--- src/icache_cfg_pkg.sv ---
package icache_cfg_pkg;

   ////////////////////
   // Fetch port widths
   ////////////////////

   parameter int FETCH_ADDR_W = 32;
   parameter int FETCH_DATA_W = 32;

   // One refill beat carries a whole line
   parameter int LINE_W = 128;

   // Byte offset inside a line, the word select sits in its top two bits
   parameter int OFFSET_W = 4;

   ////////////////////
   // Types
   ////////////////////

   typedef logic [FETCH_ADDR_W-1:0] fetch_addr_t;

   typedef logic [FETCH_DATA_W-1:0] fetch_word_t;

   // Line seen as an array of fetch words, word 0 at the lowest address
   typedef logic [LINE_W/FETCH_DATA_W-1:0][FETCH_DATA_W-1:0] refill_line_t;

endpackage

--- src/icache_ctrl_pkg.sv ---
package icache_ctrl_pkg;

   // Controller FSM states
   typedef enum logic [3:0] {
      DISABLED,
      BYPASS_REFILL,
      BYPASS_WAIT,
      FLUSH_ALL,
      FLUSH_SET,
      IDLE,
      TAG_LOOKUP,
      WAIT_REFILL_GNT,
      WAIT_REFILL_DONE
   } icache_state_e;

   // Replacement LFSR, the seed must not be zero
   parameter int LFSR_W = 8;
   parameter logic [LFSR_W-1:0] LFSR_SEED = 8'hA5;

endpackage

--- src/icache_way_select.sv ---
`timescale 1ns/1ps

module icache_way_select
   import icache_cfg_pkg::*;
   import icache_ctrl_pkg::*;
#(
   parameter int NB_WAYS    = 4,
   localparam int WAY_IDX_W = $clog2(NB_WAYS)
)
(
   input  logic               clk,
   input  logic               rst_n,

   input  logic [NB_WAYS-1:0] valid_i,
   input  logic [NB_WAYS-1:0] match_i,
   input  refill_line_t       lines_i [NB_WAYS],
   input  logic               lfsr_step_i,

   output logic               hit_o,
   output refill_line_t       hit_line_o,
   output logic [NB_WAYS-1:0] victim_oh_o
);

   // x^8 + x^6 + x^5 + x^4 + 1
   localparam logic [LFSR_W-1:0] LFSR_TAPS = 8'hB8;

   logic [WAY_IDX_W-1:0] hit_idx;
   logic [WAY_IDX_W-1:0] free_idx;
   logic                 all_valid;
   logic [NB_WAYS-1:0]   free_oh;
   logic [NB_WAYS-1:0]   rand_oh;
   logic [LFSR_W-1:0]    lfsr_q;
   logic                 lfsr_fb;

   ////////////////////
   // Hit and free way
   ////////////////////

   // Highest index wins in both searches
   always_comb
   begin
      hit_idx  = '0;
      free_idx = '0;
      for (int i = 0; i < NB_WAYS; i++)
      begin
         if (match_i[i])
            hit_idx = WAY_IDX_W'(i);
         if (!valid_i[i])
            free_idx = WAY_IDX_W'(i);
      end
   end

   assign hit_o      = |match_i;
   assign hit_line_o = lines_i[hit_idx];
   assign all_valid  = &valid_i;
   assign free_oh    = {{(NB_WAYS-1){1'b0}}, 1'b1} << free_idx;

   ////////////////////
   // Random victim
   ////////////////////

   assign lfsr_fb     = ^(lfsr_q & LFSR_TAPS);
   assign rand_oh     = {{(NB_WAYS-1){1'b0}}, 1'b1} << lfsr_q[WAY_IDX_W-1:0];
   assign victim_oh_o = all_valid ? rand_oh : free_oh;

   always_ff @(posedge clk or negedge rst_n)
   begin
      if (!rst_n)
         lfsr_q <= LFSR_SEED;
      else if (lfsr_step_i && all_valid)
         lfsr_q <= {lfsr_q[LFSR_W-2:0], lfsr_fb};
   end

endmodule

--- config.mk ---
export PLATFORM = sky130hd
export DESIGN_NAME = icache_way_select
export DESIGN_NICKNAME = d
export VERILOG_FILES = /design/src/icache_cfg_pkg.sv /design/src/icache_ctrl_pkg.sv /design/src/icache_way_select.sv
export SDC_FILE = /design/constraint.sdc
export NUM_CORES = 1
export LEC_CHECK = 0
export ABC_AREA = 0
export BUFFER_PORTS_ARGS = -buffer_cell sky130_fd_sc_hd__buf_2
export CORE_AREA = 4 4 254 256
export DETAILED_ROUTE_END_ITERATION = 10
export DIE_AREA = 0 0 258 260
export PLACE_DENSITY = 0.3
export SLEW_MARGIN = 10
export SYNTH_ARGS = -nofsm -noshare
export SYNTH_HDL_FRONTEND = slang
export SYNTH_SLANG_ARGS = --single-unit
export TNS_END_PERCENT = 30
--- constraint.sdc ---
create_clock -name clk -period 1.4 [get_ports clk]
set_input_delay 0.21 -clock clk [delete_from_list [all_inputs] [get_ports clk]]
set_output_delay 0.21 -clock clk [all_outputs]
set_load 0.02 [all_outputs]
# Word level (Yosys, flattened, before mapping)
# Cells that the tools add are included.
# op_classes
n_lt_le_gt_ge	1
shift	2
n_mux	10
bitwise	1
n_reduce_logical	4
# op_table
cell	n
128-bit binary-select mux with 2-bit select	1
128-bit two-way mux	2
2-bit two-way mux	4
8-bit XOR reduction	1
1-bit by 2-bit << shifter with 4-bit output (first input constant)	2
4-bit two-way mux	1
4-bit AND reduction	1
4-bit OR reduction	1
3-bit greater-or-equal comparator (second input constant)	1
2-bit NOT with 3-bit output	1
1-bit two-way mux	2
1-bit logical AND	1
# word_totals
register_bits	8
input_bits	523
output_inout_bits	133
word_cells	19

# Logic depth before layout (Yosys ltp)
# depth
depth_word	7
mapped_depth	5
depth_no_buf	3

# Worst setup path before layout
# Ideal clock, no wire load.
# synth_timing
path_type	input port to output port
start	input match_i[2]
end	output hit_line_o[107] in the netlist's numbering
arrival_time_ns	1.205
required_time_ns	1.190
path_slack_ns	-0.015
path_stages	5
path_buffers	2
cell_sequence	inv_1 -> buf_2 -> buf_1 -> o22ai_1 -> a21oi_1
# synth_lines
element	line_no	source
from (decl)	icache_way_select.sv:15	input logic [NB_WAYS-1:0] match_i,
to (decl)	icache_way_select.sv:20	output refill_line_t hit_line_o,

==> results list <==
- The total count of max-transition violations in the final report came to 0.
- Area overhead of the layout relative to synthesis: 198.6%
* Post-Syn Area per Cell: 6.628 sq um
* Net switching power: 1.986 mW
- Largest fanout on the critical path: 41
- The worst register-to-register path ends at lfsr_q[0].
* Initial core utilization: 5.207%
* Via count of the first global-routing pass: 7815
- Largest vdd supply drop: 0.2284 mV
- Max Buffers Root-to-Sink: 2
* Final #Nets: 1715
- The floorplan step defined a core boundary enclosing 62500 sq um.
* Slew at the pin closest to its max-slew limit: 0.3215 ns
- After floorplanning, the core was divided into 92 placement rows.
- DR vias/cell: 3.647
- Combinational cells account for 83.6% of the total power.
* Nature of the critical path startpoint: input port
* Crit Reg-Reg Startpoint: lfsr_q[7]
* Initial antenna violation count: 5
* Count of H-tree levels built during CTS: 1
* Placed wire-length estimate after detailed placement: 32220 um
- Post-placement setup slack: -0.5223 ns
- The worst hold path belongs to the class in2async.
* Part of the total power dissipated in the clock network: 11.0%
- Measured along the x axis, the die boundary spans 258 um.
- Highest clock rate: 564.6 MHz
- Area of the die: 67080 sq um
* Post-route antenna net violation count: 0
- Entering global routing, the biggest net connects 42 pins.
- # DRC: 0
* Headroom to the max-slew limit: 78.57%
- For the final database, setup skew stands at 0.0004701 ns.
- Num CTS Buffers: 3
- Number of clock sinks: 8
- For this run, the number of Yosys warnings is 0.
- The flow ran to the end, but the final reports show violations.
- Port buffering added 655 buffers.
* Worst path setup slack after routing: -0.3710 ns
* Register cell area after layout: 206.4 sq um
- Vert. Die Dim: 260 um
* Number of top-level pins: 656
- Total power per unit cell area: 444.0 nW/um^2
- Total detailed-routing wirelength: 37890 um
* Total via count after detailed routing: 7437
* Clk pin slew, worst setup/hold paths: 0.04 ns
- Sw frac: 46.03%
- Leading registers by flop count: lfsr_q: 8 flops
- The register with the most flip-flops in the layout has 8 of them.
- Setup violations remaining at the end of the flow were counted as 130.
- TritonCTS built the clock tree.
- Setup total negative slack on the finished layout was measured at -35.41 ns.
- Sum of internal, switching and leakage power: 4.315 mW
* Area taken by multi-input logic gates: 3577 sq um
* Post-synthesis net count: 1014
* Flop2flop setup slack: 0.27 ns
* Post-synthesis instance total: 491
* Violated checks: negative setup slack
- For the finished layout, the period the worst path requires is 1.771 ns.
- Fillers: 7257
- The library cell used most frequently in the layout, excluding fill and tap cells, is sky130_fd_sc_hd__buf_2.
- Library cell used as clock root buffer: sky130_fd_sc_hd__clkbuf_16
- Worst skew pair latency: 0.23 ns
- Register area share after synthesis: 6.305%
* Max cap viols: 0
- CP endpoint kind: output port
* Distinct cell type count after synthesis: 25
- STA puts the critical path data required time at 1.19 ns.
- The first detailed-routing pass took 5 iterations.
* Internal power summed over all cells: 2.329 mW
- Global-route wire length before repair: 49620 um
- lfsr_q holds more flip-flops than any other register.
* Top library cells by usage in the layout, fill and taps aside: sky130_fd_sc_hd__buf_2 (604), sky130_fd_sc_hd__o22ai_1 (140), sky130_fd_sc_hd__buf_4 (100), sky130_fd_sc_hd__a21oi_1 (92), sky130_fd_sc_hd__o22ai_2 (83)
- Share of cells above drive strength 1: 78.91%
- Unrepaired setup endpoints after global routing: yes
- Global routing used 9.731% of the available tracks.
* Count of endpoints failing hold in the final timing report: 0
- Share of the clock period used by the worst path after layout: 126.5%
* Final global-route overflow total: 0
- The worst register-to-register path has a depth of 3.
* Static Leakage: 4.322 nW
- WL per Instance: 18.58 um
* Cell area after technology mapping: 3254 sq um
- Critical Path AT: 1.56 ns
- The worst setup path is of the in2out kind.
* Synthesized flop and latch total: 8
- The detailed router finished its first iteration with 289 violations.
- Of the total power, registers draw 5.4%.
- Routability congestion estimate: 0.9207
==> cell families (layout without fill, tap and decap cells) <==
kind of cell	count (synthesis)	in the layout	share of synthesized area, %
compound gates	388	388	75.43
xor+xnor	3	3	0.8075
buf+inv	72	771	12.53
flops	8	8	6.305
mux	8	8	2.768
other cells	0	3	0
simple gates	12	12	2.153
==> routing by layer <==
layer / up-vias / GRT usage [%] / part of all wire [%]
met5: - / 0 / 0
met1: 3410 / 10.94 / 38
met4: 0 / 3.075 / 3.3
met3: 52 / 2.094 / 7.9
met2: 478 / 18.24 / 51
li1: 3497 / - / -
==> final cells by class <==
class | count | share of cell area, %
antenna | 3 | 0.07725
clock buffer | 3 | 0.7725
inverter | 2 | 0.2704
multi-input combinational | 411 | 36.81
sequential | 8 | 2.124
tap | 846 | 10.89
timing repair buffer | 766 | 49.05
==> what timing repair did <==
item                                    CTS  global route
cloned                                    2             5
hold buffers                              1             0
endpoints found under the setup margin  131           132
buffers inserted                          3             1
resized for setup                       135           113
pin swaps                                17            21
hold endpoints to repair                  4             0
==> cell usage after synthesis (all sizes together) <==
cell / number / area share [%]
xnor2: 2 / 0.54
nand3: 2 / 0.31
o22ai: 256 / 55
nand4b: 1 / 0.27
nor2: 2 / 0.31
mux2: 8 / 2.8
buf: 47 / 9.7
dfstp: 4 / 3.2
a21oi: 128 / 20
nand2: 3 / 0.35
a21boi: 1 / 0.23
dfrtp: 4 / 3.1
or3: 1 / 0.35
xor2: 1 / 0.27
o21a: 1 / 0.23
or2: 1 / 0.19
nand2b: 1 / 0.19
and3: 1 / 0.19
clkbuf: 23 / 2.7
o21ai: 2 / 0.31
inv: 2 / 0.23
==> worst max-delay path, cell delays in order <==
cell and delay (ns):
sky130_fd_sc_hd__buf_2 0.12, sky130_fd_sc_hd__buf_4 0.14, sky130_fd_sc_hd__inv_4 0.08, sky130_fd_sc_hd__buf_16 0.20, sky130_fd_sc_hd__buf_4 0.20, sky130_fd_sc_hd__o22ai_1 0.10
sky130_fd_sc_hd__a21oi_1 0.21, sky130_fd_sc_hd__buf_2 0.21
==> power groups by stage <==
| stage | Sequential (mW) | Clock, mW | Combinational, mW |
|---|---|---|---|
| floorplan | 0.236 | 0 | 1.36 |
| global placement | 0.236 | 0 | 3.08 |
| detailed placement | 0.236 | 0 | 3.05 |
| CTS | 0.233 | 0.486 | 3.37 |
| global route | 0.233 | 0.499 | 3.84 |
| finish | 0.233 | 0.474 | 3.61 |
==> per-stage QoR <==
stage | cell area [sq um] | hold slack [ns] | utilization, % | cells
after global routing | 9713 | 0.4092 | 15.54 | 2037
after floorplan | 3311 | -0.08559 | - | 491
after detailed placement | 8218 | 0.08124 | 13.15 | 2024
after CTS | 9064 | 0.3888 | 14.50 | 2031
after global placement | 8218 | 0.07133 | 13.15 | 2024
final | 9718 | 0.3775 | 15.55 | 2039
==> how the worst max path moves through the flow <==
stage	start	endpoint	slack [ns]	cells past startpoint
after detailed placement	match_i[2]	hit_line_o[49]	-0.52	7
after global routing	match_i[1]	hit_line_o[15]	-0.40	8
after CTS	match_i[3]	hit_line_o[15]	-0.36	8
after global placement	match_i[2]	hit_line_o[50]	-0.45	7
after floorplan	match_i[2]	hit_line_o[114]	-0.01	5
final	match_i[2]	hit_line_o[37]	-0.37	8
Power figures use the tool's default switching activity.
