--- config.mk ---
export PLATFORM = sky130hd
export DESIGN_NAME = icache_way
export DESIGN_NICKNAME = d
export VERILOG_FILES = /design/src/icache_cfg_pkg.sv /design/src/icache_way.sv
export SDC_FILE = /design/constraint.sdc
export NUM_CORES = 2
export LEC_CHECK = 0
export BUFFER_PORTS_ARGS = -buffer_cell sky130_fd_sc_hd__buf_2
export CAP_MARGIN = 40
export CELL_PAD_IN_SITES_DETAIL_PLACEMENT = 1
export CELL_PAD_IN_SITES_GLOBAL_PLACEMENT = 1
export CORE_MARGIN = 10
export CORE_UTILIZATION = 25
export DETAILED_ROUTE_END_ITERATION = 16
export HOLD_SLACK_MARGIN = 0.15
export PLACE_DENSITY_LB_ADDON = 0.1
export SYNTH_ARGS = -nofsm -noshare
export SYNTH_HDL_FRONTEND = slang
export SYNTH_SLANG_ARGS = --single-unit
--- constraint.sdc ---
create_clock -name clk -period 2.1 [get_ports clk]
set_input_delay 0.63 -clock clk [delete_from_list [all_inputs] [get_ports clk]]
set_output_delay 0.63 -clock clk [all_outputs]
set_load 0.02 [all_outputs]
--- src/icache_cfg_pkg.sv ---
package icache_cfg_pkg;

   ////////////////////
   // Fetch port widths
   ////////////////////

   parameter int FETCH_ADDR_W = 32;
   parameter int FETCH_DATA_W = 32;

   // One refill beat carries a whole line
   parameter int LINE_W = 128;

   // Byte offset inside a line, the word select sits in its top two bits
   parameter int OFFSET_W = 4;

   ////////////////////
   // Types
   ////////////////////

   typedef logic [FETCH_ADDR_W-1:0] fetch_addr_t;

   typedef logic [FETCH_DATA_W-1:0] fetch_word_t;

   // Line seen as an array of fetch words, word 0 at the lowest address
   typedef logic [LINE_W/FETCH_DATA_W-1:0][FETCH_DATA_W-1:0] refill_line_t;

endpackage

--- src/icache_way.sv ---
`timescale 1ns/1ps

module icache_way
   import icache_cfg_pkg::*;
#(
   parameter int SET_ID_W  = 4,
   localparam int TAG_W    = FETCH_ADDR_W - SET_ID_W - OFFSET_W,
   localparam int NB_SETS  = 2**SET_ID_W
)
(
   input  logic                clk,
   input  logic                rst_n,

   input  logic                rd_en_i,
   input  logic [SET_ID_W-1:0] rd_set_i,
   input  logic [TAG_W-1:0]    lookup_tag_i,

   input  logic                wr_en_i,
   input  logic                inv_en_i,
   input  logic [SET_ID_W-1:0] wr_set_i,
   input  logic [TAG_W-1:0]    wr_tag_i,
   input  refill_line_t        wr_line_i,

   output logic                valid_o,
   output logic                match_o,
   output refill_line_t        line_o
);

   logic [NB_SETS-1:0] valid_q;
   logic [TAG_W-1:0]   tag_mem [NB_SETS];
   refill_line_t       line_mem [NB_SETS];

   logic               valid_rd_q;
   logic [TAG_W-1:0]   tag_rd_q;

   // Valid bits, invalidate wins over a write to the same set
   always_ff @(posedge clk or negedge rst_n)
   begin
      if (!rst_n)
      begin
         valid_q    <= '0;
         valid_rd_q <= 1'b0;
      end
      else
      begin
         if (inv_en_i)
            valid_q[wr_set_i] <= 1'b0;
         else if (wr_en_i)
            valid_q[wr_set_i] <= 1'b1;
         if (rd_en_i)
            valid_rd_q <= valid_q[rd_set_i];
      end
   end

   // Tag and line storage with registered read
   always_ff @(posedge clk)
   begin
      if (wr_en_i)
      begin
         tag_mem[wr_set_i]  <= wr_tag_i;
         line_mem[wr_set_i] <= wr_line_i;
      end
      if (rd_en_i)
      begin
         tag_rd_q <= tag_mem[rd_set_i];
         line_o   <= line_mem[rd_set_i];
      end
   end

   assign valid_o = valid_rd_q;
   assign match_o = valid_rd_q && (tag_rd_q == lookup_tag_i);

endmodule

# Word level (Yosys, flattened, before mapping)
# Memories as Yosys holds them, arrays and structs flattened. A register that Yosys moved wholly into a read port is not among the register bits.
# Index checks and enable logic that the tools add are counted.
# Widths: inputs -> output; s select.
# op_classes
reduce_logical	3
n_bitwise	3
mux	8
n_eq_ne	1
order_cmp	3
# ops
op	n
$mux 16	2
$eq 24x24->1	1
$and 16x16->16	1
$not 16->16	1
$or 16x16->16	1
$lt 4x5->1 const B	2
$bmux 1 s4	1
$demux 1 s4	1
$ge 4x1->1 const B	1
$mux 1	4
$logic_and 1x1->1	2
$reduce_bool 2->1	1
# word_totals
n_memories	2
out_inout_bits	130
regBits	17
inputBits	189
ramBits	2432
wordCells	22
# memory_table
name	depth	word_bits	rd	rd_ports_with_merged_regs	write_ports	line_no	rtl
line_mem	16	128	1	1	1	icache_way.sv:31	refill_line_t line_mem [NB_SETS];
tag_mem	16	24	1	1	1	icache_way.sv:30	logic [TAG_W-1:0] tag_mem [NB_SETS];

# Logic depth before layout (Yosys ltp)
# depth
word_depth	7
ltp_mapped	8
depth_no_buf	4

# Worst setup path after synthesis
# OpenSTA, ideal clock, no wires.
# synth_timing
kind	input-to-reg
start	input port wr_set_i[2]
end	memory line_mem[0][0] (netlist bit) (enable)
required_ns	1.433
setup_slack_ns	-6.055
path_buffers	0
path_stages	2
setup_time_ns	0.667
t_arrival_ns	7.488
path_cell_list	or3b_2 -> nor2_1
# synth_lines
item	line_no	rtl
start, declared	icache_way.sv:20	input logic [SET_ID_W-1:0] wr_set_i,
end, declared	icache_way.sv:31	
# No word-level cell before the write port.

# Worst setup path in the final report
# layout_timing
start	register tag_rd_q[11], read port of tag_mem
end	output port match_o
# layout_via
elab_chain_len	2
# layout_lines
item	line_no	rtl
start, declared	icache_way.sv:34	logic [TAG_W-1:0] tag_rd_q;
$eq 24x24->1	icache_way.sv:71	assign match_o = valid_rd_q && (tag_rd_q == lookup_tag_i);
$logic_and 1x1->1	icache_way.sv:71	
end, declared	icache_way.sv:25	output logic match_o,
# No other way between the ends.

==> summary.txt <==
Pwr
  – Power density relative to cell area: 958 nW/um2
  – Maximum ir drop on the vdd rail: 766 uV
  – Leakage power summed over all cells: 40.0 nW

Synthesis
  – Mapped Nets: 4,067
  – Cell area after synthesis: 97,300 um2
  – Seq/Total Area, Yosys: 0.802
  – Ranking of synthesized cells by area: sky130_fd_sc_hd__edfxtp_1 80%, sky130_fd_sc_hd__mux4_2 16%, sky130_fd_sc_hd__mux2i_1 0.79%
  – Multiplexer fraction of the synthesized cell area: 0.167
  – Simple-Gate Fraction of Synth Area: 0.00715
  – Largest family of logic cells by synthesized area: multiplexers
  – Compound-Gate Fraction of Synth Area: 0.0110
  – Distinct cell type count of the synthesized netlist: 30
  – Synthesized flop and latch total: 2,601
  – Most frequently used cell type in the post-synthesis netlist: sky130_fd_sc_hd__edfxtp_1
  – Post-synth top flop: sky130_fd_sc_hd__edfxtp_1
  – Cell taking the most area after synthesis: sky130_fd_sc_hd__edfxtp_1
  – Number of enable-type register cells in the synthesized netlist: between 2k and 3k
  – Count of warnings emitted by yosys: 0
  – Proportion of netlist area held by the largest area contributor: 0.797
  – Avg Cell Area, Syn: 25.1 um2
  – Commonest cells in the synthesized netlist: 2,584 x sky130_fd_sc_hd__edfxtp_1, 689 x sky130_fd_sc_hd__mux4_2, 83 x sky130_fd_sc_hd__clkbuf_1
  – Adder-cell share of the synthesized area: 0
  – Xor and xnor fraction of the mapped netlist area: 0.00216
  – Fraction of synthesis flops using an asynchronous set or reset pin: 0.00654
  – Post-Syn Instances: 3,878

Floorplanning
  – Top-level I/O count: 319
  – Number of cell rows: 229
  – Die Ht: 644 um
  – Die width: 644 um
  – Effective utilization at floorplan: 0.250
  – Die area: 415,000 um2
  – Placeable core region: 389,000 um2

Run status
  – Run status: finished with violations
  – Violations in the final reports: setup timing

STA
  – Transition at the pin with the smallest max-transition slack: 744 ps
  – Unrepaired setup endpoints after global routing: yes
  – Share of the cycle needed by the critical path after routing: 1.46
  – Post-route minimum period: roughly 3100 ps
  – Achievable frequency: 327 MHz
  – Final count of pins violating max slew: 0
  – Final WS setup: -962 ps
  – Number of endpoints with negative hold slack in the final report: 0
  – Relative slew margins: 0.503
  – Clock tree skew after final layout: 42.5 ps
  – Endpoints failing setup: 74

Worst setup path
  – Worst R2R Setup Slack: 240 ps
  – Timing endpoint of the critical path: match_o
  – CP max-delay cell: sky130_fd_sc_hd__edfxtp_1
  – Launching element type of the critical path: register
  – Count of buffering cells on the critical path with inverters included: 2
  – Total stage count of the critical path: 6
  – FF-to-FF Start: line_mem[3][97]
  – Critical path arrival: 2430 ps
  – Top cell family by delay on the critical path: simple AND/OR/NAND/NOR gates
  – Endpoint of the worst register-to-register path: line_o[97]
  – Series of cell instances along the critical path: buf_6 -> xor2_1 -> nor4_2 -> nand3_1 -> nor4_2 -> buf_4
  – CP most frequent cell: sky130_fd_sc_hd__nor4_2
  – Type of the worst setup path: register to output port
  – R2r worst-path depth: 4
  – Required @ worst endpoint: 1470 ps
  – CP Max Fanout: 1
  – Endpoint class of the critical path: output port
  – Worst Setup SP: tag_rd_q[11]
  – Worst path max stage delay: 420 ps

Global routing
  – Initial antenna violation count: 48
  – Overall fraction of global-route tracks in use: 0.139
  – Pin count of the biggest net entering global routing: 36
  – Total grt overflow: 0
  – Via count of the first global-routing pass: 50.9k
  – Global-route wire length before repair: 416 mm

Route
  – Via total after detailed routing: around 46k
  – Remaining design rule violation count: 0
  – Starting DRT DRC Count: 2,853
  – Detailed-route wire length per cell: approximately 28 um
  – Routed wire length: about 290 mm
  – Residual antenna-violating net count after detailed routing: 0
  – Detailed Routing Iterations Pass 1: 6
  – Vias/cell: around 4.3

Placed design
  – Placement-stage worst setup slack: -743 ps
  – Number of I/O port buffers: 318
  – HPWL after DPL: 187 mm
  – Final GP Congestion: 0.683
  – DP Area: 112,000 um2

Layout
  – Net count reported at finish: 5,242
  – Syn-to-layout area delta: 28.1%
  – Share of cells above drive strength 1: 0.385
  – Filler Cells Inserted: about 38k
  – Fin area: 125,000 um2

Clock tree
  – CTS clock-pin slew for the worst setup and hold paths: 60 ps
  – TritonCTS Buffers: between 300 and 400
  – Number of H-tree branching levels: 5
  – TritonCTS clock tree: built
  – TritonCTS Sinks: 2,601
  – Clock latency reported for the late side of the worst-skew pair: 890 ps
  – Deepest clock path buffer count: 4
  – Root buffer selected by CTS: sky130_fd_sc_hd__clkbuf_16

Flow run
  – Number of maximum-capacitance violations: 0

Min path
  – Kind of path behind the tightest hold check: input pin to register
## cells by family after synthesis
family / count (synthesis)
DFF: 2601
muxes: 766
buffers and inverters: 201
AOI/OAI and AO/OA: 166
and+or+nand+nor: 120
xor gates and xnor gates: 24
## area by class of cell
| cell class | instances | area, um2 | share of cell area |
|---|---|---|---|
| Multi-Input combinational cell | 1076 | 18400 | 0.148 |
| Antenna cell | 12 | 30.0 | 0.000241 |
| Clock buffer | 388 | 8280 | 0.0665 |
| Clock inverter | 172 | 1680 | 0.0135 |
| Tap cell | 5197 | 6500 | 0.0522 |
| Timing Repair Buffer | 1058 | 11700 | 0.0941 |
| Sequential cell | 2601 | 78000 | 0.626 |
| Inverter | 2 | 7.51 | 0.0000602 |
## how the worst min path moves through the flow
stage | from | end | slack [ps] | depth (start not counted)
2_1_floorplan | rst_n | async pin | 330 | 0
3_3_place_gp | register | register | 490 | 1
3_5_place_dp | register | register | 500 | 1
4_1_cts | rd_en_i | valid_o | 150 | 2
5_1_grt | rd_en_i | valid_o | 190 | 2
6_report | rd_en_i | valid_o | 220 | 2
## stage by stage
| step | util | hold slack (ps) | instances | total power [mW] | TNS, ps |
|---|---|---|---|---|---|
| final | 0.321 | 221 | 10500 | 119 | -6260 |
| after global routing | 0.321 | 187 | 10500 | 124 | -15600 |
| after CTS | 0.320 | 150 | 10500 | 122 | -19100 |
| after detailed placement | 0.289 | 496 | 9777 | 67.2 | -452080 |
| after global placement | 0.289 | 489 | 9777 | 67.1 | -443780 |
| after floorplan | - | 334 | 3878 | 63.3 | -4121290 |
## state kept, by name (all words and copies together) (netlist names), named ones only
name	flops
tag_rd_q	24
valid_o	1
line_mem	2048
tag_mem	384
line_o	128
## worst reg2reg max path, stage by stage (launching register included)
cell and delay, ps:
sky130_fd_sc_hd__edfxtp_1 350, sky130_fd_sc_hd__mux4_2 500, sky130_fd_sc_hd__nor2b_1 150, sky130_fd_sc_hd__a211oi_1 390, sky130_fd_sc_hd__a21oi_1 180
## layer usage
metal,track usage,vias to the layer above,wire (um)
met5,0,-,76
li1,-,19300,-
met1,0.190,25100,134000
met2,0.234,813,145000
met4,0.0306,12,6200
met3,0.0217,396,10100
## report_power, final
part	total [mW]	internal (mW)	switching (mW)
clock network	53.1	31.2	21.9
logic	7.30	3.47	3.83
registers	59.1	58.5	0.542
## cell usage in the layout, fill, tap and decap left out, types with 3 or more instances in the layout
cell type	instances
sky130_fd_sc_hd__a21oi_1	77
sky130_fd_sc_hd__o22a_1	12
sky130_fd_sc_hd__clkinv_1	67
sky130_fd_sc_hd__xor2_1	15
sky130_fd_sc_hd__dlygate4sd3_1	156
sky130_fd_sc_hd__mux4_2	689
sky130_fd_sc_hd__buf_6	127
sky130_fd_sc_hd__nor2b_1	74
sky130_fd_sc_hd__buf_12	267
sky130_fd_sc_hd__nor2_1	6
sky130_fd_sc_hd__buf_2	185
sky130_fd_sc_hd__nor4_2	3
sky130_fd_sc_hd__clkbuf_1	67
sky130_fd_sc_hd__buf_4	318
sky130_fd_sc_hd__edfxtp_1	2584
sky130_fd_sc_hd__clkinv_16	5
sky130_fd_sc_hd__diode_2	12
sky130_fd_sc_hd__xnor2_1	9
sky130_fd_sc_hd__clkbuf_16	321
sky130_fd_sc_hd__clkinv_2	46
sky130_fd_sc_hd__clkinvlp_4	8
sky130_fd_sc_hd__a211oi_1	74
sky130_fd_sc_hd__mux2i_1	77
sky130_fd_sc_hd__nor2_4	16
sky130_fd_sc_hd__nand3_1	4
sky130_fd_sc_hd__clkinv_4	5
sky130_fd_sc_hd__nand2b_1	3
sky130_fd_sc_hd__dfrtp_1	16
sky130_fd_sc_hd__nand3b_1	4
sky130_fd_sc_hd__buf_8	5
sky130_fd_sc_hd__inv_6	10
sky130_fd_sc_hd__inv_16	3
sky130_fd_sc_hd__bufinv_16	25
## timing repair
action	in CTS	in global routing
buffers inserted	1	0
resized for setup	222	37
endpoints found under the hold margin	2451	0
endpoints found under the setup margin	130	131
pin swaps	0	2
hold buffers	156	0
(Power assumes the default switching activity.)
