--- src/icache_cfg_pkg.sv ---
package icache_cfg_pkg;

   ////////////////////
   // Fetch port widths
   ////////////////////

   parameter int FETCH_ADDR_W = 32;
   parameter int FETCH_DATA_W = 32;

   // One refill beat carries a whole line
   parameter int LINE_W = 128;

   // Byte offset inside a line, the word select sits in its top two bits
   parameter int OFFSET_W = 4;

   ////////////////////
   // Types
   ////////////////////

   typedef logic [FETCH_ADDR_W-1:0] fetch_addr_t;

   typedef logic [FETCH_DATA_W-1:0] fetch_word_t;

   // Line seen as an array of fetch words, word 0 at the lowest address
   typedef logic [LINE_W/FETCH_DATA_W-1:0][FETCH_DATA_W-1:0] refill_line_t;

endpackage

--- src/icache_ctrl_pkg.sv ---
package icache_ctrl_pkg;

   // Controller FSM states
   typedef enum logic [3:0] {
      DISABLED,
      BYPASS_REFILL,
      BYPASS_WAIT,
      FLUSH_ALL,
      FLUSH_SET,
      IDLE,
      TAG_LOOKUP,
      WAIT_REFILL_GNT,
      WAIT_REFILL_DONE
   } icache_state_e;

   // Replacement LFSR, the seed must not be zero
   parameter int LFSR_W = 8;
   parameter logic [LFSR_W-1:0] LFSR_SEED = 8'hA5;

endpackage

--- src/icache_ctrl.sv ---
`timescale 1ns/1ps

module icache_ctrl
   import icache_cfg_pkg::*;
   import icache_ctrl_pkg::*;
#(
   parameter int NB_WAYS   = 4,
   parameter int SET_ID_W  = 4,
   localparam int TAG_W    = FETCH_ADDR_W - SET_ID_W - OFFSET_W
)
(
   input  logic                clk,
   input  logic                rst_n,

   input  logic                fetch_req_i,
   input  fetch_addr_t         fetch_addr_i,
   input  logic                bypass_icache_i,
   input  logic                flush_icache_i,
   input  logic                flush_set_id_req_i,
   input  fetch_addr_t         flush_set_id_addr_i,
   input  logic                refill_gnt_i,
   input  logic                refill_r_valid_i,
   input  refill_line_t        refill_r_data_i,
   input  logic                hit_i,
   input  refill_line_t        hit_line_i,
   input  logic [NB_WAYS-1:0]  victim_oh_i,

   output logic                fetch_gnt_o,
   output logic                fetch_rvalid_o,
   output fetch_word_t         fetch_rdata_o,
   output logic                refill_req_o,
   output fetch_addr_t         refill_addr_o,
   output logic                cache_is_bypassed_o,
   output logic                cache_is_flushed_o,
   output logic                flush_set_id_ack_o,

   // Way control
   output logic                way_rd_en_o,
   output logic [SET_ID_W-1:0] way_rd_set_o,
   output logic [TAG_W-1:0]    lookup_tag_o,
   output logic [NB_WAYS-1:0]  way_wr_en_o,
   output logic                way_inv_en_o,
   output logic [SET_ID_W-1:0] way_wr_set_o,
   output logic [TAG_W-1:0]    way_wr_tag_o,
   output refill_line_t        way_wr_line_o,
   output logic                lfsr_step_o
);

   icache_state_e       state_q, state_d;
   fetch_addr_t         addr_q;
   logic [SET_ID_W-1:0] flush_cnt_q, flush_cnt_d;
   logic [NB_WAYS-1:0]  victim_q;
   logic                save_victim;
   logic [1:0]          word_sel;

   // Fields of the held fetch address
   assign word_sel      = addr_q[OFFSET_W-1 -: 2];
   assign lookup_tag_o  = addr_q[FETCH_ADDR_W-1 -: TAG_W];
   assign way_wr_tag_o  = addr_q[FETCH_ADDR_W-1 -: TAG_W];
   assign refill_addr_o = addr_q;

   // Ways are indexed by the incoming address so data is ready next cycle
   assign way_rd_set_o  = fetch_addr_i[OFFSET_W +: SET_ID_W];
   assign way_wr_line_o = refill_r_data_i;

   ////////////////////
   // FSM
   ////////////////////

   always_comb
   begin
      state_d             = state_q;
      flush_cnt_d         = flush_cnt_q;
      fetch_gnt_o         = 1'b0;
      fetch_rvalid_o      = 1'b0;
      fetch_rdata_o       = refill_r_data_i[word_sel];
      refill_req_o        = 1'b0;
      cache_is_bypassed_o = 1'b0;
      cache_is_flushed_o  = 1'b0;
      flush_set_id_ack_o  = 1'b0;
      way_rd_en_o         = 1'b0;
      way_wr_en_o         = '0;
      way_inv_en_o        = 1'b0;
      way_wr_set_o        = addr_q[OFFSET_W +: SET_ID_W];
      save_victim         = 1'b0;
      lfsr_step_o         = 1'b0;

      case (state_q)
         DISABLED:
         begin
            flush_set_id_ack_o  = 1'b1;
            cache_is_bypassed_o = 1'b1;
            cache_is_flushed_o  = 1'b1;
            flush_cnt_d         = '0;
            if (bypass_icache_i)
            begin
               fetch_gnt_o = fetch_req_i;
               if (fetch_req_i)
                  state_d = BYPASS_REFILL;
            end
            else
            begin
               state_d = FLUSH_ALL;
            end
         end

         BYPASS_REFILL:
         begin
            flush_set_id_ack_o  = 1'b1;
            cache_is_bypassed_o = 1'b1;
            cache_is_flushed_o  = 1'b1;
            refill_req_o        = 1'b1;
            if (refill_gnt_i)
               state_d = BYPASS_WAIT;
         end

         BYPASS_WAIT:
         begin
            flush_set_id_ack_o  = 1'b1;
            cache_is_bypassed_o = 1'b1;
            cache_is_flushed_o  = 1'b1;
            fetch_rvalid_o      = refill_r_valid_i;
            if (refill_r_valid_i)
               state_d = DISABLED;
         end

         // One set per cycle, all ways at once
         FLUSH_ALL:
         begin
            flush_set_id_ack_o = 1'b1;
            way_inv_en_o       = 1'b1;
            way_wr_set_o       = flush_cnt_q;
            if (flush_cnt_q == {SET_ID_W{1'b1}})
            begin
               cache_is_flushed_o = 1'b1;
               flush_cnt_d        = '0;
               state_d            = IDLE;
            end
            else
            begin
               flush_cnt_d = flush_cnt_q + 1'b1;
            end
         end

         FLUSH_SET:
         begin
            flush_set_id_ack_o = 1'b1;
            way_inv_en_o       = 1'b1;
            way_wr_set_o       = flush_set_id_addr_i[OFFSET_W +: SET_ID_W];
            state_d            = IDLE;
         end

         IDLE:
         begin
            if (bypass_icache_i)
               state_d = DISABLED;
            else if (flush_icache_i)
               state_d = FLUSH_ALL;
            else if (flush_set_id_req_i)
               state_d = FLUSH_SET;
            else
            begin
               fetch_gnt_o = fetch_req_i;
               way_rd_en_o = fetch_req_i;
               if (fetch_req_i)
                  state_d = TAG_LOOKUP;
            end
         end

         TAG_LOOKUP:
         begin
            if (hit_i)
            begin
               // Back to back hits, the next fetch is taken here
               fetch_rvalid_o = 1'b1;
               fetch_rdata_o  = hit_line_i[word_sel];
               fetch_gnt_o    = fetch_req_i;
               way_rd_en_o    = fetch_req_i;
               if (!fetch_req_i)
                  state_d = IDLE;
            end
            else
            begin
               refill_req_o = 1'b1;
               save_victim  = 1'b1;
               // Selector only advances when every way was valid
               lfsr_step_o  = 1'b1;
               if (refill_gnt_i)
                  state_d = WAIT_REFILL_DONE;
               else
                  state_d = WAIT_REFILL_GNT;
            end
         end

         WAIT_REFILL_GNT:
         begin
            refill_req_o = 1'b1;
            if (refill_gnt_i)
               state_d = WAIT_REFILL_DONE;
         end

         WAIT_REFILL_DONE:
         begin
            fetch_rvalid_o = refill_r_valid_i;
            way_wr_en_o    = victim_q & {NB_WAYS{refill_r_valid_i}};
            if (refill_r_valid_i)
               state_d = IDLE;
         end

         default:
         begin
            state_d = DISABLED;
         end
      endcase
   end

   always_ff @(posedge clk or negedge rst_n)
   begin
      if (!rst_n)
      begin
         state_q     <= DISABLED;
         flush_cnt_q <= '0;
      end
      else
      begin
         state_q     <= state_d;
         flush_cnt_q <= flush_cnt_d;
      end
   end

   // Held fetch address and the way picked for the refill
   always_ff @(posedge clk)
   begin
      if (fetch_req_i && fetch_gnt_o)
         addr_q <= fetch_addr_i;
      if (save_victim)
         victim_q <= victim_oh_i;
   end

endmodule

--- config.mk ---
export PLATFORM = sky130hd
export DESIGN_NAME = icache_ctrl
export DESIGN_NICKNAME = d
export VERILOG_FILES = /design/src/icache_cfg_pkg.sv /design/src/icache_ctrl_pkg.sv /design/src/icache_ctrl.sv
export SDC_FILE = /design/constraint.sdc
export NUM_CORES = 1
export LEC_CHECK = 0
export ABC_AREA = 1
export BUFFER_PORTS_ARGS = -buffer_cell sky130_fd_sc_hd__buf_2
export CAP_MARGIN = 20
export CORE_AREA = 5 5 229 231
export DETAILED_ROUTE_END_ITERATION = 12
export DIE_AREA = 0 0 234 236
export GPL_TIMING_DRIVEN = 0
export MAX_ROUTING_LAYER = met4
export PLACE_DENSITY = 0.44
export SLEW_MARGIN = 20
export SYNTH_ARGS = -nofsm -noshare
export SYNTH_HDL_FRONTEND = slang
export SYNTH_SLANG_ARGS = --single-unit
--- constraint.sdc ---
create_clock -name clk -period 4.1 [get_ports clk]
set_clock_uncertainty 0.1 [all_clocks]
set_input_delay 0.82 -clock clk [delete_from_list [all_inputs] [get_ports clk]]
set_output_delay 0.82 -clock clk [all_outputs]
set_load 0.01 [all_outputs]
# Word level (Yosys, flattened, before mapping)
# Index checks and enable logic that the tools add are counted.
# totals
input_bits,333
output_inout_bits,261
ff_bits,44
word_cells,75
# op_classes
n_addsub,1
n_reduce_logical,9
bitwise,1
n_mux,42
n_lt_le_gt_ge,1
n_eq_ne,17
# op_table
operator,n
binary-select mux 32 bit (select 2 bit),2
2-to-1 mux 32 bit,4
2-to-1 mux 4 bit,16
case mux 4 bit (9 select lines),1
"equality test 4 x 3 -> 1 bit, second input constant",4
case mux 4 bit (2 select lines),2
2-to-1 mux 1 bit,12
"!= test 2 bit, second input constant",5
"equality test 4 x 2 -> 1 bit, second input constant",2
"equality test 4 bit, second input constant",2
case mux 1 bit (2 select lines),4
AND reduction 8 bit,1
"!= test 3 bit, second input constant",2
OR reduction 2 bit,3
"!= test 5 bit, second input constant",1
OR reduction 5 bit,1
"adder 4 x 1 -> 4 bit, second input constant",1
bitwise AND 4 bit,1
"equality test 4 x 1 -> 1 bit, second input constant",1
logical NOT 4 bit,1
"less-than comparator 2 x 3 -> 1 bit, second input constant",1
case mux 1 bit (3 select lines),1
OR reduction 3 bit,1
nonzero test 2 bit,1
logical AND 1 bit,1

# Depth between registers and ports, before layout
# Gate-level depths: netlist of the first run.
# logic_depth
ltp_word,5
depth_mapped,10
mapped_depth_nobuf,10

# Worst setup path after synthesis of the first run
# Ideal clock, no wire load.
# synth_timing
path_kind,register -> register
startpoint,reg state_q[0]
endpoint,"reg addr_q[0], in the netlist refill_addr_o[0], enable pin"
period_less_slack_ps,3928
setup_ps,470
stages_incl_launch_ff,5
t_arrival_ps,3358
required_time_ps,3530
path_slack_ps,172
n_path_buf,1
path_cell_list,dfrtp_1 buf_4 nor2_1 nand2_1 o31ai_1
# synth_via
elab_chain_len,3
word_cells_on_any_way,5
classes_between,2 x eq/ne; 1 x mux; 2 x reduce/logical
# synth_rtl
item,line,text
start: declaration,icache_ctrl.sv:49,"icache_state_e state_q, state_d;"
start signal: assignment,icache_ctrl.sv:226,state_q <= state_d;
equality test 4 x 3 -> 1 bit or logical NOT 4 bit (tied branches),icache_ctrl.sv:88,case (state_q)
case mux 1 bit (3 select lines) (*),icache_ctrl.sv:88,
logical AND 1 bit (*),icache_ctrl.sv:234,if (fetch_req_i && fetch_gnt_o)
end signal: assignment,icache_ctrl.sv:235,addr_q <= fetch_addr_i;
end: declaration,icache_ctrl.sv:50,fetch_addr_t addr_q;
# Every way passes the cells marked *; elsewhere a longest branch is shown, timed or not.
# A chain may end at the register's enable or synchronous reset.

# Worst setup path after layout of the first run
# layout_timing
startpoint,"reg addr_q[2], in the netlist refill_addr_o[2]"
endpoint,out fetch_rdata_o[14]
# layout_via
elab_chain_len,4
word_cells_on_any_way,6
classes_between,6 x mux
# layout_rtl
item,line,text
"binary-select mux 32 bit (select 2 bit), on equally long branches","icache_ctrl.sv:76, icache_ctrl.sv:176",
"2-to-1 mux 32 bit, on equally long branches","icache_ctrl.sv:76, icache_ctrl.sv:176",
2-to-1 mux 32 bit,icache_ctrl.sv:172,if (hit_i)
2-to-1 mux 32 bit (*),icache_ctrl.sv:88,
end: declaration,icache_ctrl.sv:30,"output fetch_word_t fetch_rdata_o,"
# Every way passes the cells marked *; elsewhere a longest branch is shown, timed or not. The select of a mux whose other input is x is not followed.

==> results.sh, run 1 <==
export IMPL_critical_path_required_ps=3180
export IMPL_grt_pass1_wl_um=54100
export IMPL_firstDrtPassIters=5
export IMPL_cts_tree="built"
export IMPL_crit_start="refill_addr_o[2]$_DFFE_PP_"
export IMPL_syn_area_per_cell_um2=6.61
export IMPL_die_w_um=234
export IMPL_power_frac_comb_pct=62.8
export IMPL_setup_violations_final=0
export IMPL_ys_warnings_count=0
export IMPL_p_leak_nw=4.84
export IMPL_h_tree_depth=2
export IMPL_wl_met3_um=3160
export IMPL_synthesis_area_um2=5450
export IMPL_critPathKind="flop to primary output"
export IMPL_grt_overflow=0
export IMPL_post_cts_setup_buffers=0
export IMPL_fin_tns_setup_ps=0
export IMPL_nets=1732
export IMPL_cpLargestDelayFamily="buffers and inverters"
export IMPL_cp_end_kind="primary output"
export IMPL_path_cells="buf_4, clkbuf_1, o21ai_0, o22ai_1, nor2_1, nor2_1, buf_2"
export IMPL_clkSlewWorstSetupHoldPaths_ps=60
export IMPL_p_sw_share_pct=46.4
export IMPL_r2r_cells=6
export IMPL_dr_wl_met2_um=19400
export IMPL_max_freq_mhz=265
export IMPL_dpl_hpwl_um=34800
export IMPL_drive_above_1_share_pct=56.5
export IMPL_antenna_left=0
export IMPL_antenna_found_initial=7
export IMPL_io_pins=594
export IMPL_final_cell_count_no_fill=2075
export IMPL_drc=0
export IMPL_synth_cell_type_count=28
export IMPL_internal_power_mw=1.58
export IMPL_maxSlewViolCount=0
export IMPL_hold_class="input port to asynchronous set/reset pin"
export IMPL_status="finished clean"
export IMPL_cp_slowest_cell="edfxtp_1"
export IMPL_rows=82
export IMPL_cts_hold_buf=0
export IMPL_grt_max_degree=16
export IMPL_worstSetupEndpoint="fetch_rdata_o[14]"
export IMPL_clock_latency_ps=290
export IMPL_first_global_vias=8164
export IMPL_initial_core_util_pct=10.9
export IMPL_num_vias=7908
export IMPL_io_buffers=565
export IMPL_syn_inst=824
export IMPL_stdcell_area_um2=9330
export IMPL_area_growth_pct=71.4
export IMPL_drtIter0Drc=396
export IMPL_cts_made_buffers=5
export IMPL_wl_per_cell_um=19.3
export IMPL_dpl_cell_area_um2=9150
export IMPL_dieArea_um2=55200
export IMPL_yosysSeqAreaShare_pct=23.5
export IMPL_max_slew_margin_pct=39.8
export IMPL_drt_met1_wl_um=16400
export IMPL_cpPeakStageDelay_ps=600
export IMPL_rsz0062_at_grt="no"
export IMPL_worst_setup_path_start_kind="flop"
export IMPL_fin_hold_ws_ps=263
export IMPL_r2r_end="refill_addr_o[27]$_DFFE_PP_"
export IMPL_ir_drop_v=0.000229
export IMPL_top_layer="met4"
export IMPL_powerDensity_nw_per_um2=315
export IMPL_worstPathArrival_ps=2850
export IMPL_cp_common_cell="nor2_1"
export IMPL_vias_per_cell=3.81
export IMPL_grt_total_usage_pct=13.7
export IMPL_dp_cells=2063
export IMPL_period_minus_slack_ps=3770
export IMPL_rrSetupSlack_ps=1480
export IMPL_numClockSinks=44
export IMPL_final_fill_count=5826
export IMPL_gp_congestion=0.859
export IMPL_syn_nets=1158
export IMPL_switchingPower_mw=1.36
export IMPL_cp_num_cells=7
export IMPL_hold_viol=0
export IMPL_timing_rr_start="state_q[0]$_DFFE_PN0P_"
export IMPL_core_area_um2=49900
export IMPL_power_frac_clock_pct=15.9
export IMPL_seqPwrFrac_pct=21.3
export IMPL_worst_pin_slew_ps=903
export IMPL_critPathBufInv=3
export IMPL_fin_crit_sh_pct=92.0
export IMPL_clockBufferDepth=2
export IMPL_ys_ff_latch=44
export IMPL_drv_cap=0
export IMPL_totalWireLength_um=40100
export IMPL_dieHeight_um=236
export IMPL_crit_path_max_fanout=10
export IMPL_root_buffer="clkbuf_16"
==> worst min path at each step <==
stage,slack [ps],endpoint,cells after the start,start
final,260,flush_cnt_q[0]$_DFFE_PN0P_,1,rst_n
after global routing,270,flush_cnt_q[0]$_DFFE_PN0P_,1,rst_n
after CTS,260,flush_cnt_q[0]$_DFFE_PN0P_,1,rst_n
after detailed placement,430,flush_cnt_q[0]$_DFFE_PN0P_,1,flush_cnt_q[0]$_DFFE_PN0P_
after global placement,430,flush_cnt_q[0]$_DFFE_PN0P_,1,flush_cnt_q[0]$_DFFE_PN0P_
after floorplan,400,flush_cnt_q[0]$_DFFE_PN0P_,1,flush_cnt_q[0]$_DFFE_PN0P_
==> registers in the layout (all words and copies together) (netlist names) <==
name,cells
refill_addr_o,32
flush_cnt_q,4
state_q,4
victim_q,4
==> cell type report <==
type                       count  area (um^2)  share of cell area [%]
timing repair buffer         567         2850                    30.5
multi-input combinational    515         2440                    26.2
buffer                       229         1610                    17.2
sequential                    44         1280                    13.7
tap                          672          841                    9.01
inverter                      36          135                    1.45
clock buffer                   6          129                    1.38
clock inverter                 2         35.0                   0.375
antenna                        4         10.0                   0.107
==> metal layers <==
layer | vias up | track usage, %
li1 | 3724 | -
met1 | 3668 | 16.0
met2 | 471 | 23.6
met3 | 45 | 2.37
met4 | 0 | 4.40
met5 | - | -
==> power by group through the flow <==
stage | Combinational, mW | Clock (mW) | Sequential (mW)
final | 1.85 | 0.467 | 0.628
after global routing | 2.03 | 0.505 | 0.638
after CTS | 1.88 | 0.487 | 0.630
after detailed placement | 1.87 | 0 | 0.637
after global placement | 1.85 | 0 | 0.647
after floorplan | 0.978 | 0 | 0.645
==> cells in the final DEF, fill, tap and decap left out, types with 2 or more instances in the layout <==
cell,netlist,final
nand2_2,3,3
a21oi_1,2,2
o211ai_1,13,13
inv_2,3,3
nand3_1,19,19
clkbuf_1,29,29
edfxtp_1,36,36
dfrtp_1,8,8
diode_2,0,4
nand2_1,43,43
o21ai_1,8,8
buf_2,10,575
nor2_4,2,2
o22ai_1,57,56
nor2_1,219,219
o21ai_0,135,135
buf_4,185,185
inv_1,33,33
nor2_2,4,4
clkbuf_16,0,5
buf_6,5,7
==> per-stage QoR <==
| stage | power (mW) | util (%) | setup WS (ps) |
|---|---|---|---|
| after floorplan | 1.62 | - | 172 |
| after global placement | 2.50 | 18.3 | -1690 |
| after detailed placement | 2.51 | 18.4 | 411 |
| after CTS | 2.99 | 18.7 | 46.9 |
| after global routing | 3.17 | 18.7 | 5.41 |
| final | 2.94 | 18.7 | 329 |
==> cells in the mapped netlist <==
| master | count | share of area (%) |
|---|---|---|
| mux2i_1 | 1 | 0.18 |
| nor2_8 | 1 | 0.37 |
| nand2_1 | 43 | 3.0 |
| o22ai_1 | 57 | 6.5 |
| o221ai_1 | 1 | 0.16 |
| nand3_1 | 19 | 1.7 |
| clkbuf_1 | 29 | 2.0 |
| o21ai_0 | 135 | 12 |
| o211ai_1 | 13 | 1.8 |
| nor2_4 | 2 | 0.41 |
| nor2_1 | 219 | 15 |
| nand3b_1 | 1 | 0.14 |
| buf_2 | 10 | 0.92 |
| xor2_1 | 1 | 0.16 |
| o21ai_1 | 8 | 0.74 |
| nand4_1 | 1 | 0.11 |
| nand2_2 | 3 | 0.34 |
| inv_2 | 3 | 0.21 |
| nand2_4 | 1 | 0.21 |
| buf_6 | 5 | 1.0 |
| inv_1 | 33 | 2.3 |
| a21oi_1 | 2 | 0.18 |
| buf_4 | 185 | 26 |
| nor2_2 | 4 | 0.46 |
| o31ai_1 | 2 | 0.28 |
| dfrtp_1 | 8 | 3.7 |
| ha_1 | 1 | 0.23 |
| edfxtp_1 | 36 | 20 |
==> cells by family after synthesis <==
kind of cell,after synthesis,synth area share (%)
simple gates,294,21.9
fa+ha+maj,1,0.230
flops,44,23.5
buf+inv,265,31.9
xor+xnor,1,0.161
mux,1,0.184
compound gates,218,22.1
==> repair_timing <==
action	in CTS	in global routing
endpoints found under the hold margin	0	0
gates resized for setup	0	1
setup endpoints to repair	0	1
Note: power is estimated with default switching activity, not from simulation.
==> run 2, diff against run 1 <==
Settings changed: CORE_AREA 5 5 229 231 to 5 5 226 228, DIE_AREA 0 0 234 236 to 0 0 231 233.
Clock period 4.1 ns to 4.6 ns, I/O delays scaled along.
==> run 2 against run 1 <==
Critical path depth did not move. Setup slack improved by 5.4 ps. Die area fell by 2.5%. Clock power rose by 13%. Sequential power fell by 11%. Hold slack improved by 97 ps. Register-to-register slack improved by 580 ps. Flip-flop and latch count did not move. Non-clock buffer count did not move. Global-route usage rose by 0.52 points. Total power fell by 7.0%.
==> results.sh, run 2 (synthesis gave the netlist of run 1 again) <==
export IMPL_status="finished clean"
export IMPL_h_tree_depth=2
export IMPL_area_growth_pct=71.2
export IMPL_setup_violations_final=0
export IMPL_worst_pin_slew_ps=1140
export IMPL_max_freq_mhz=234
export IMPL_core_area_um2=48600
export IMPL_cts_tree="built"
export IMPL_dp_cells=2013
export IMPL_drive_above_1_share_pct=56.5
export IMPL_max_slew_margin_pct=24.2
export IMPL_crit_path_max_fanout=10
export IMPL_post_cts_resized=0
export IMPL_clock_latency_ps=290
export IMPL_clkSlewWorstSetupHoldPaths_ps=60
export IMPL_num_vias=7990
export IMPL_antenna_left=0
export IMPL_critical_path_required_ps=3580
export IMPL_period_minus_slack_ps=4270
export IMPL_grt_overflow=0
export IMPL_hold_viol=0
export IMPL_r2r_end="refill_addr_o[11]$_DFFE_PP_"
export IMPL_grt_pass1_wl_um=54600
export IMPL_critPathKind="flop to primary output"
export IMPL_maxSlewViolCount=0
export IMPL_hold_class="input port to asynchronous set/reset pin"
export IMPL_mostFrequentLayoutCells="575 x buf_2, 219 x nor2_1, 185 x buf_4, 135 x o21ai_0, 57 x o22ai_1"
export IMPL_r2r_cells=6
export IMPL_wl_per_cell_um=19.9
export IMPL_totalWireLength_um=40400
export IMPL_ir_drop_v=0.000293
export IMPL_fin_crit_sh_pct=92.7
export IMPL_firstDrtPassIters=5
export IMPL_nets=1732
export IMPL_drc=0
export IMPL_io_buffers=565
export IMPL_numClockSinks=44
export IMPL_worst_setup_path_start_kind="flop"
export IMPL_drtIter0Drc=425
export IMPL_p_leak_nw=4.86
export IMPL_timing_rr_start="state_q[0]$_DFFE_PN0P_"
export IMPL_post_cts_setup_buffers=0
export IMPL_gp_congestion=0.945
export IMPL_io_pins=594
export IMPL_final_cell_count_no_fill=2026
export IMPL_final_fill_count=5636
export IMPL_clockBufferDepth=2
export IMPL_post_place_ws_ps=663
export IMPL_die_w_um=231
export IMPL_dpl_hpwl_um=34900
export IMPL_dieArea_um2=53800
export IMPL_dieHeight_um=233
export IMPL_setup_ws_ps=334
export IMPL_initial_core_util_pct=11.2
export IMPL_root_buffer="clkbuf_16"
export IMPL_cts_hold_buf=0
export IMPL_rsz0062_at_grt="no"
export IMPL_antenna_found_initial=3
export IMPL_final_common_cell="buf_2"
export IMPL_fin_hold_ws_ps=360
export IMPL_vias_per_cell=3.94
export IMPL_rows=81
export IMPL_worstPathArrival_ps=3250
export IMPL_rrSetupSlack_ps=2060
export IMPL_powerDensity_nw_per_um2=294
export IMPL_largest_reg_flops=32
export IMPL_cts_made_buffers=5
export IMPL_grt_max_degree=15
export IMPL_first_global_vias=8048
export IMPL_total_power_mw=2.74
export IMPL_grt_total_usage_pct=14.2
export IMPL_drv_cap=0
export IMPL_cp_end_kind="primary output"
export IMPL_fin_tns_setup_ps=0
-- run 2: cell count changes in the layout (fill, tap and decap cells not counted) --
cell,before,now
clkinv_2,1,0
o22ai_1,56,57
o22ai_2,1,0
bufinv_16,1,3
diode_2,4,5
buf_6,7,6
clkbuf_1,29,28
buf_8,0,1
-- run 2: how the worst max path moves through the flow --
| stage | startpoint | endpoint | slack, ps | cells past startpoint |
|---|---|---|---|---|
| 3_3_place_gp | bypass_icache_i | refill_addr_o[25]$_DFFE_PP_ | -1160 | 3 |
| 3_5_place_dp | refill_addr_o[3]$_DFFE_PP_ | fetch_rdata_o[6] | 660 | 7 |
| 6_report | refill_addr_o[3]$_DFFE_PP_ | fetch_rdata_o[6] | 330 | 7 |
| 5_1_grt | refill_addr_o[3]$_DFFE_PP_ | fetch_rdata_o[6] | 240 | 7 |
| 4_1_cts | refill_addr_o[3]$_DFFE_PP_ | fetch_rdata_o[6] | 320 | 7 |
| 2_1_floorplan | bypass_icache_i | refill_addr_o[0]$_DFFE_PP_ | 580 | 2 |
-- run 2: power by group --
group / internal [mW] / switching (mW)
clock: 0.366 / 0.164
sequential: 0.508 / 0.0523
combinational: 0.645 / 1.00
-- run 2: stage by stage --
step / cell area [um^2] / utilization [%]
floorplan: 5450 / -
global route: 9320 / 19.1
detailed placement: 9090 / 18.7
CTS: 9310 / 19.1
global placement: 9050 / 18.6
finish: 9320 / 19.2
-- run 2: area by class of cell --
| class | instances | area [um^2] | area share (%) |
|---|---|---|---|
| buffer | 229 | 1610 | 17.2 |
| multi-input combinational | 515 | 2440 | 26.2 |
| tap | 622 | 778 | 8.35 |
| antenna | 5 | 12.5 | 0.134 |
| clock buffer | 5 | 125 | 1.34 |
| sequential | 44 | 1280 | 13.7 |
| clock inverter | 3 | 90.1 | 0.967 |
| inverter | 36 | 135 | 1.45 |
| timing repair buffer | 567 | 2850 | 30.6 |
-- run 2: routing by layer --
metal	track usage, %	wire length (um)
met4	3.88	979
met2	24.7	19800
met5	-	0
met1	17.0	16600
met3	2.32	3060
-- run 2: worst max-delay path: stages (launching register included) --
cell	delay [ps]
edfxtp_1	420
inv_1	360
clkbuf_1	710
o21ai_0	450
o22ai_1	570
nor2_1	90
nor2_1	140
buf_2	180
==> run 3, diff against run 2 <==
--- a/config.mk
+++ b/config.mk
@@ -15,4 +15,5 @@
 export MAX_ROUTING_LAYER = met4
 export PLACE_DENSITY = 0.44
+export RECOVER_POWER = 25
 export SLEW_MARGIN = 20
 export SYNTH_ARGS = -nofsm -noshare
==> constraint.sdc (replaced) <==
create_clock -name clk -period 4.6 [get_ports clk]
set_clock_uncertainty 0.1 [all_clocks]
set_input_delay 0.46 -clock clk [delete_from_list [all_inputs] [get_ports clk]]
set_output_delay 0.46 -clock clk [all_outputs]
set_load 0.01 [all_outputs]
==> run 3 against run 2 <==
Hold slack lost 130 ps. Global-route usage barely moved. Die area unchanged. Wire length about the same. Count of clock-buffer cells in the layout is the same. Register-to-register slack is essentially flat. Utilization shrank 0.12 points.
==> results.sh, run 3 (synthesis gave the netlist of run 1 again) <==
export IMPL_hold_class="input port to flop"
export IMPL_grt_max_degree=15
export IMPL_hold_viol=0
export IMPL_cts_tree="built"
export IMPL_cts_made_buffers=5
export IMPL_rows=81
export IMPL_initial_core_util_pct=11.2
export IMPL_setup_violations_final=0
export IMPL_drive_above_1_share_pct=52.9
export IMPL_post_cts_setup_buffers=0
export IMPL_post_place_ws_ps=1120
export IMPL_grt_overflow=0
export IMPL_dpl_hpwl_um=34900
export IMPL_maxSlewViolCount=0
export IMPL_cts_hold_buf=1
export IMPL_cp_end_kind="primary output"
export IMPL_core_area_um2=48600
export IMPL_status="finished clean"
export IMPL_timing_rr_start="state_q[0]$_DFFE_PN0P_"
export IMPL_final_common_cell="buf_2"
export IMPL_final_cell_count_no_fill=2026
export IMPL_stdcell_area_um2=9260
export IMPL_worstSetupEndpoint="fetch_rdata_o[6]"
export IMPL_io_pins=594
export IMPL_totalWireLength_um=40400
export IMPL_grt_pass1_wl_um=54600
export IMPL_grt_total_usage_pct=14.2
export IMPL_crit_path_max_fanout=10
export IMPL_gp_congestion=0.945
export IMPL_setup_ws_ps=787
export IMPL_crit_start="refill_addr_o[3]$_DFFE_PP_"
export IMPL_die_w_um=231
export IMPL_largest_reg_flops=32
export IMPL_h_tree_depth=2
export IMPL_dp_cells=2013
export IMPL_antenna_found_initial=3
export IMPL_io_buffers=565
export IMPL_nets=1733
export IMPL_vias_per_cell=3.94
export IMPL_antenna_left=0
export IMPL_ir_drop_v=0.000294
export IMPL_worst_pin_slew_ps=1170
export IMPL_dieArea_um2=53800
export IMPL_critPathKind="flop to primary output"
export IMPL_mostFrequentLayoutCells="524 x buf_2, 219 x nor2_1, 185 x buf_4, 135 x o21ai_0, 78 x clkbuf_1"
export IMPL_post_cts_resized=0
export IMPL_dieHeight_um=233
export IMPL_critical_path_required_ps=4040
export IMPL_worst_setup_path_start_kind="flop"
export IMPL_period_minus_slack_ps=3810
export IMPL_powerDensity_nw_per_um2=295
export IMPL_drv_cap=0
export IMPL_worstPathArrival_ps=3250
export IMPL_drtIter0Drc=409
export IMPL_root_buffer="clkbuf_16"
export IMPL_max_slew_margin_pct=21.8
export IMPL_firstDrtPassIters=5
export IMPL_rrSetupSlack_ps=2050
export IMPL_first_global_vias=8051
export IMPL_clockBufferDepth=2
export IMPL_dpl_cell_area_um2=9090
export IMPL_wl_per_cell_um=19.9
export IMPL_clkSlewWorstSetupHoldPaths_ps=70
export IMPL_fin_crit_sh_pct=82.9
export IMPL_r2r_end="refill_addr_o[11]$_DFFE_PP_"
export IMPL_p_leak_nw=4.73
export IMPL_r2r_cells=6
export IMPL_drc=0
export IMPL_num_vias=7975
export IMPL_area_growth_pct=70.1
export IMPL_clock_latency_ps=290
export IMPL_final_fill_count=5667
export IMPL_postLayoutCoreUtil_pct=19.0
export IMPL_rsz0062_at_grt="no"
export IMPL_numClockSinks=44
export IMPL_max_freq_mhz=262
run 3: worst min path at each step:
stage                          start                     endpoint  slack (ps)  cells past startpoint
global placement               rst_n   flush_cnt_q[1]$_DFFE_PN0P_         220                      1
global route        fetch_addr_i[24]  refill_addr_o[24]$_DFFE_PP_         220                      1
detailed placement             rst_n   flush_cnt_q[1]$_DFFE_PN0P_         210                      1
finish              fetch_addr_i[29]  refill_addr_o[29]$_DFFE_PP_         230                      1
floorplan                      rst_n   flush_cnt_q[0]$_DFFE_PN0P_          60                      0
CTS                 fetch_addr_i[19]  refill_addr_o[19]$_DFFE_PP_         220                      1
run 3: layout make-up:
class | count | area, um^2 | share of cell area [%]
multi-input cells | 515 | 2440 | 26.3
flip-flops and latches | 44 | 1280 | 13.8
diodes | 4 | 10.0 | 0.108
well taps | 622 | 778 | 8.40
clock buffers | 5 | 125 | 1.35
repair buffers | 568 | 2800 | 30.2
plain buffers | 229 | 1610 | 17.3
clock inverters | 3 | 90.1 | 0.972
inverters | 36 | 135 | 1.46
run 3: per-stage QoR:
step	TNS [ps]	hold slack (ps)	total power [mW]
after CTS	0	217	2.78
final	0	232	2.74
after global placement	-35980	215	2.22
after global routing	0	218	2.93
after floorplan	0	64.4	1.45
after detailed placement	0	214	2.23
run 3: metal layers:
layer | global-route usage (%) | vias to the layer above | wire length (um)
met5 | - | - | 0
met4 | 3.88 | 0 | 917
met3 | 2.32 | 35 | 3180
met2 | 24.7 | 519 | 19800
met1 | 17.0 | 3697 | 16500
li1 | - | 3724 | -
run 3: where the power goes:
| part | internal (mW) | switching [mW] | leakage [nW] |
|---|---|---|---|
| Combinational | 0.639 | 1.01 | 4.19 |
| Sequential | 0.508 | 0.0521 | 0.434 |
| Clock | 0.366 | 0.164 | 0.104 |
| Total | 1.51 | 1.22 | 4.73 |
run 3: worst max-delay path, cell delays in order (launching register included):
cell	delay, ps
edfxtp_1	420
inv_1	370
clkbuf_1	710
o21ai_0	450
o22ai_1	560
nor2_1	90
nor2_1	140
buf_2	180
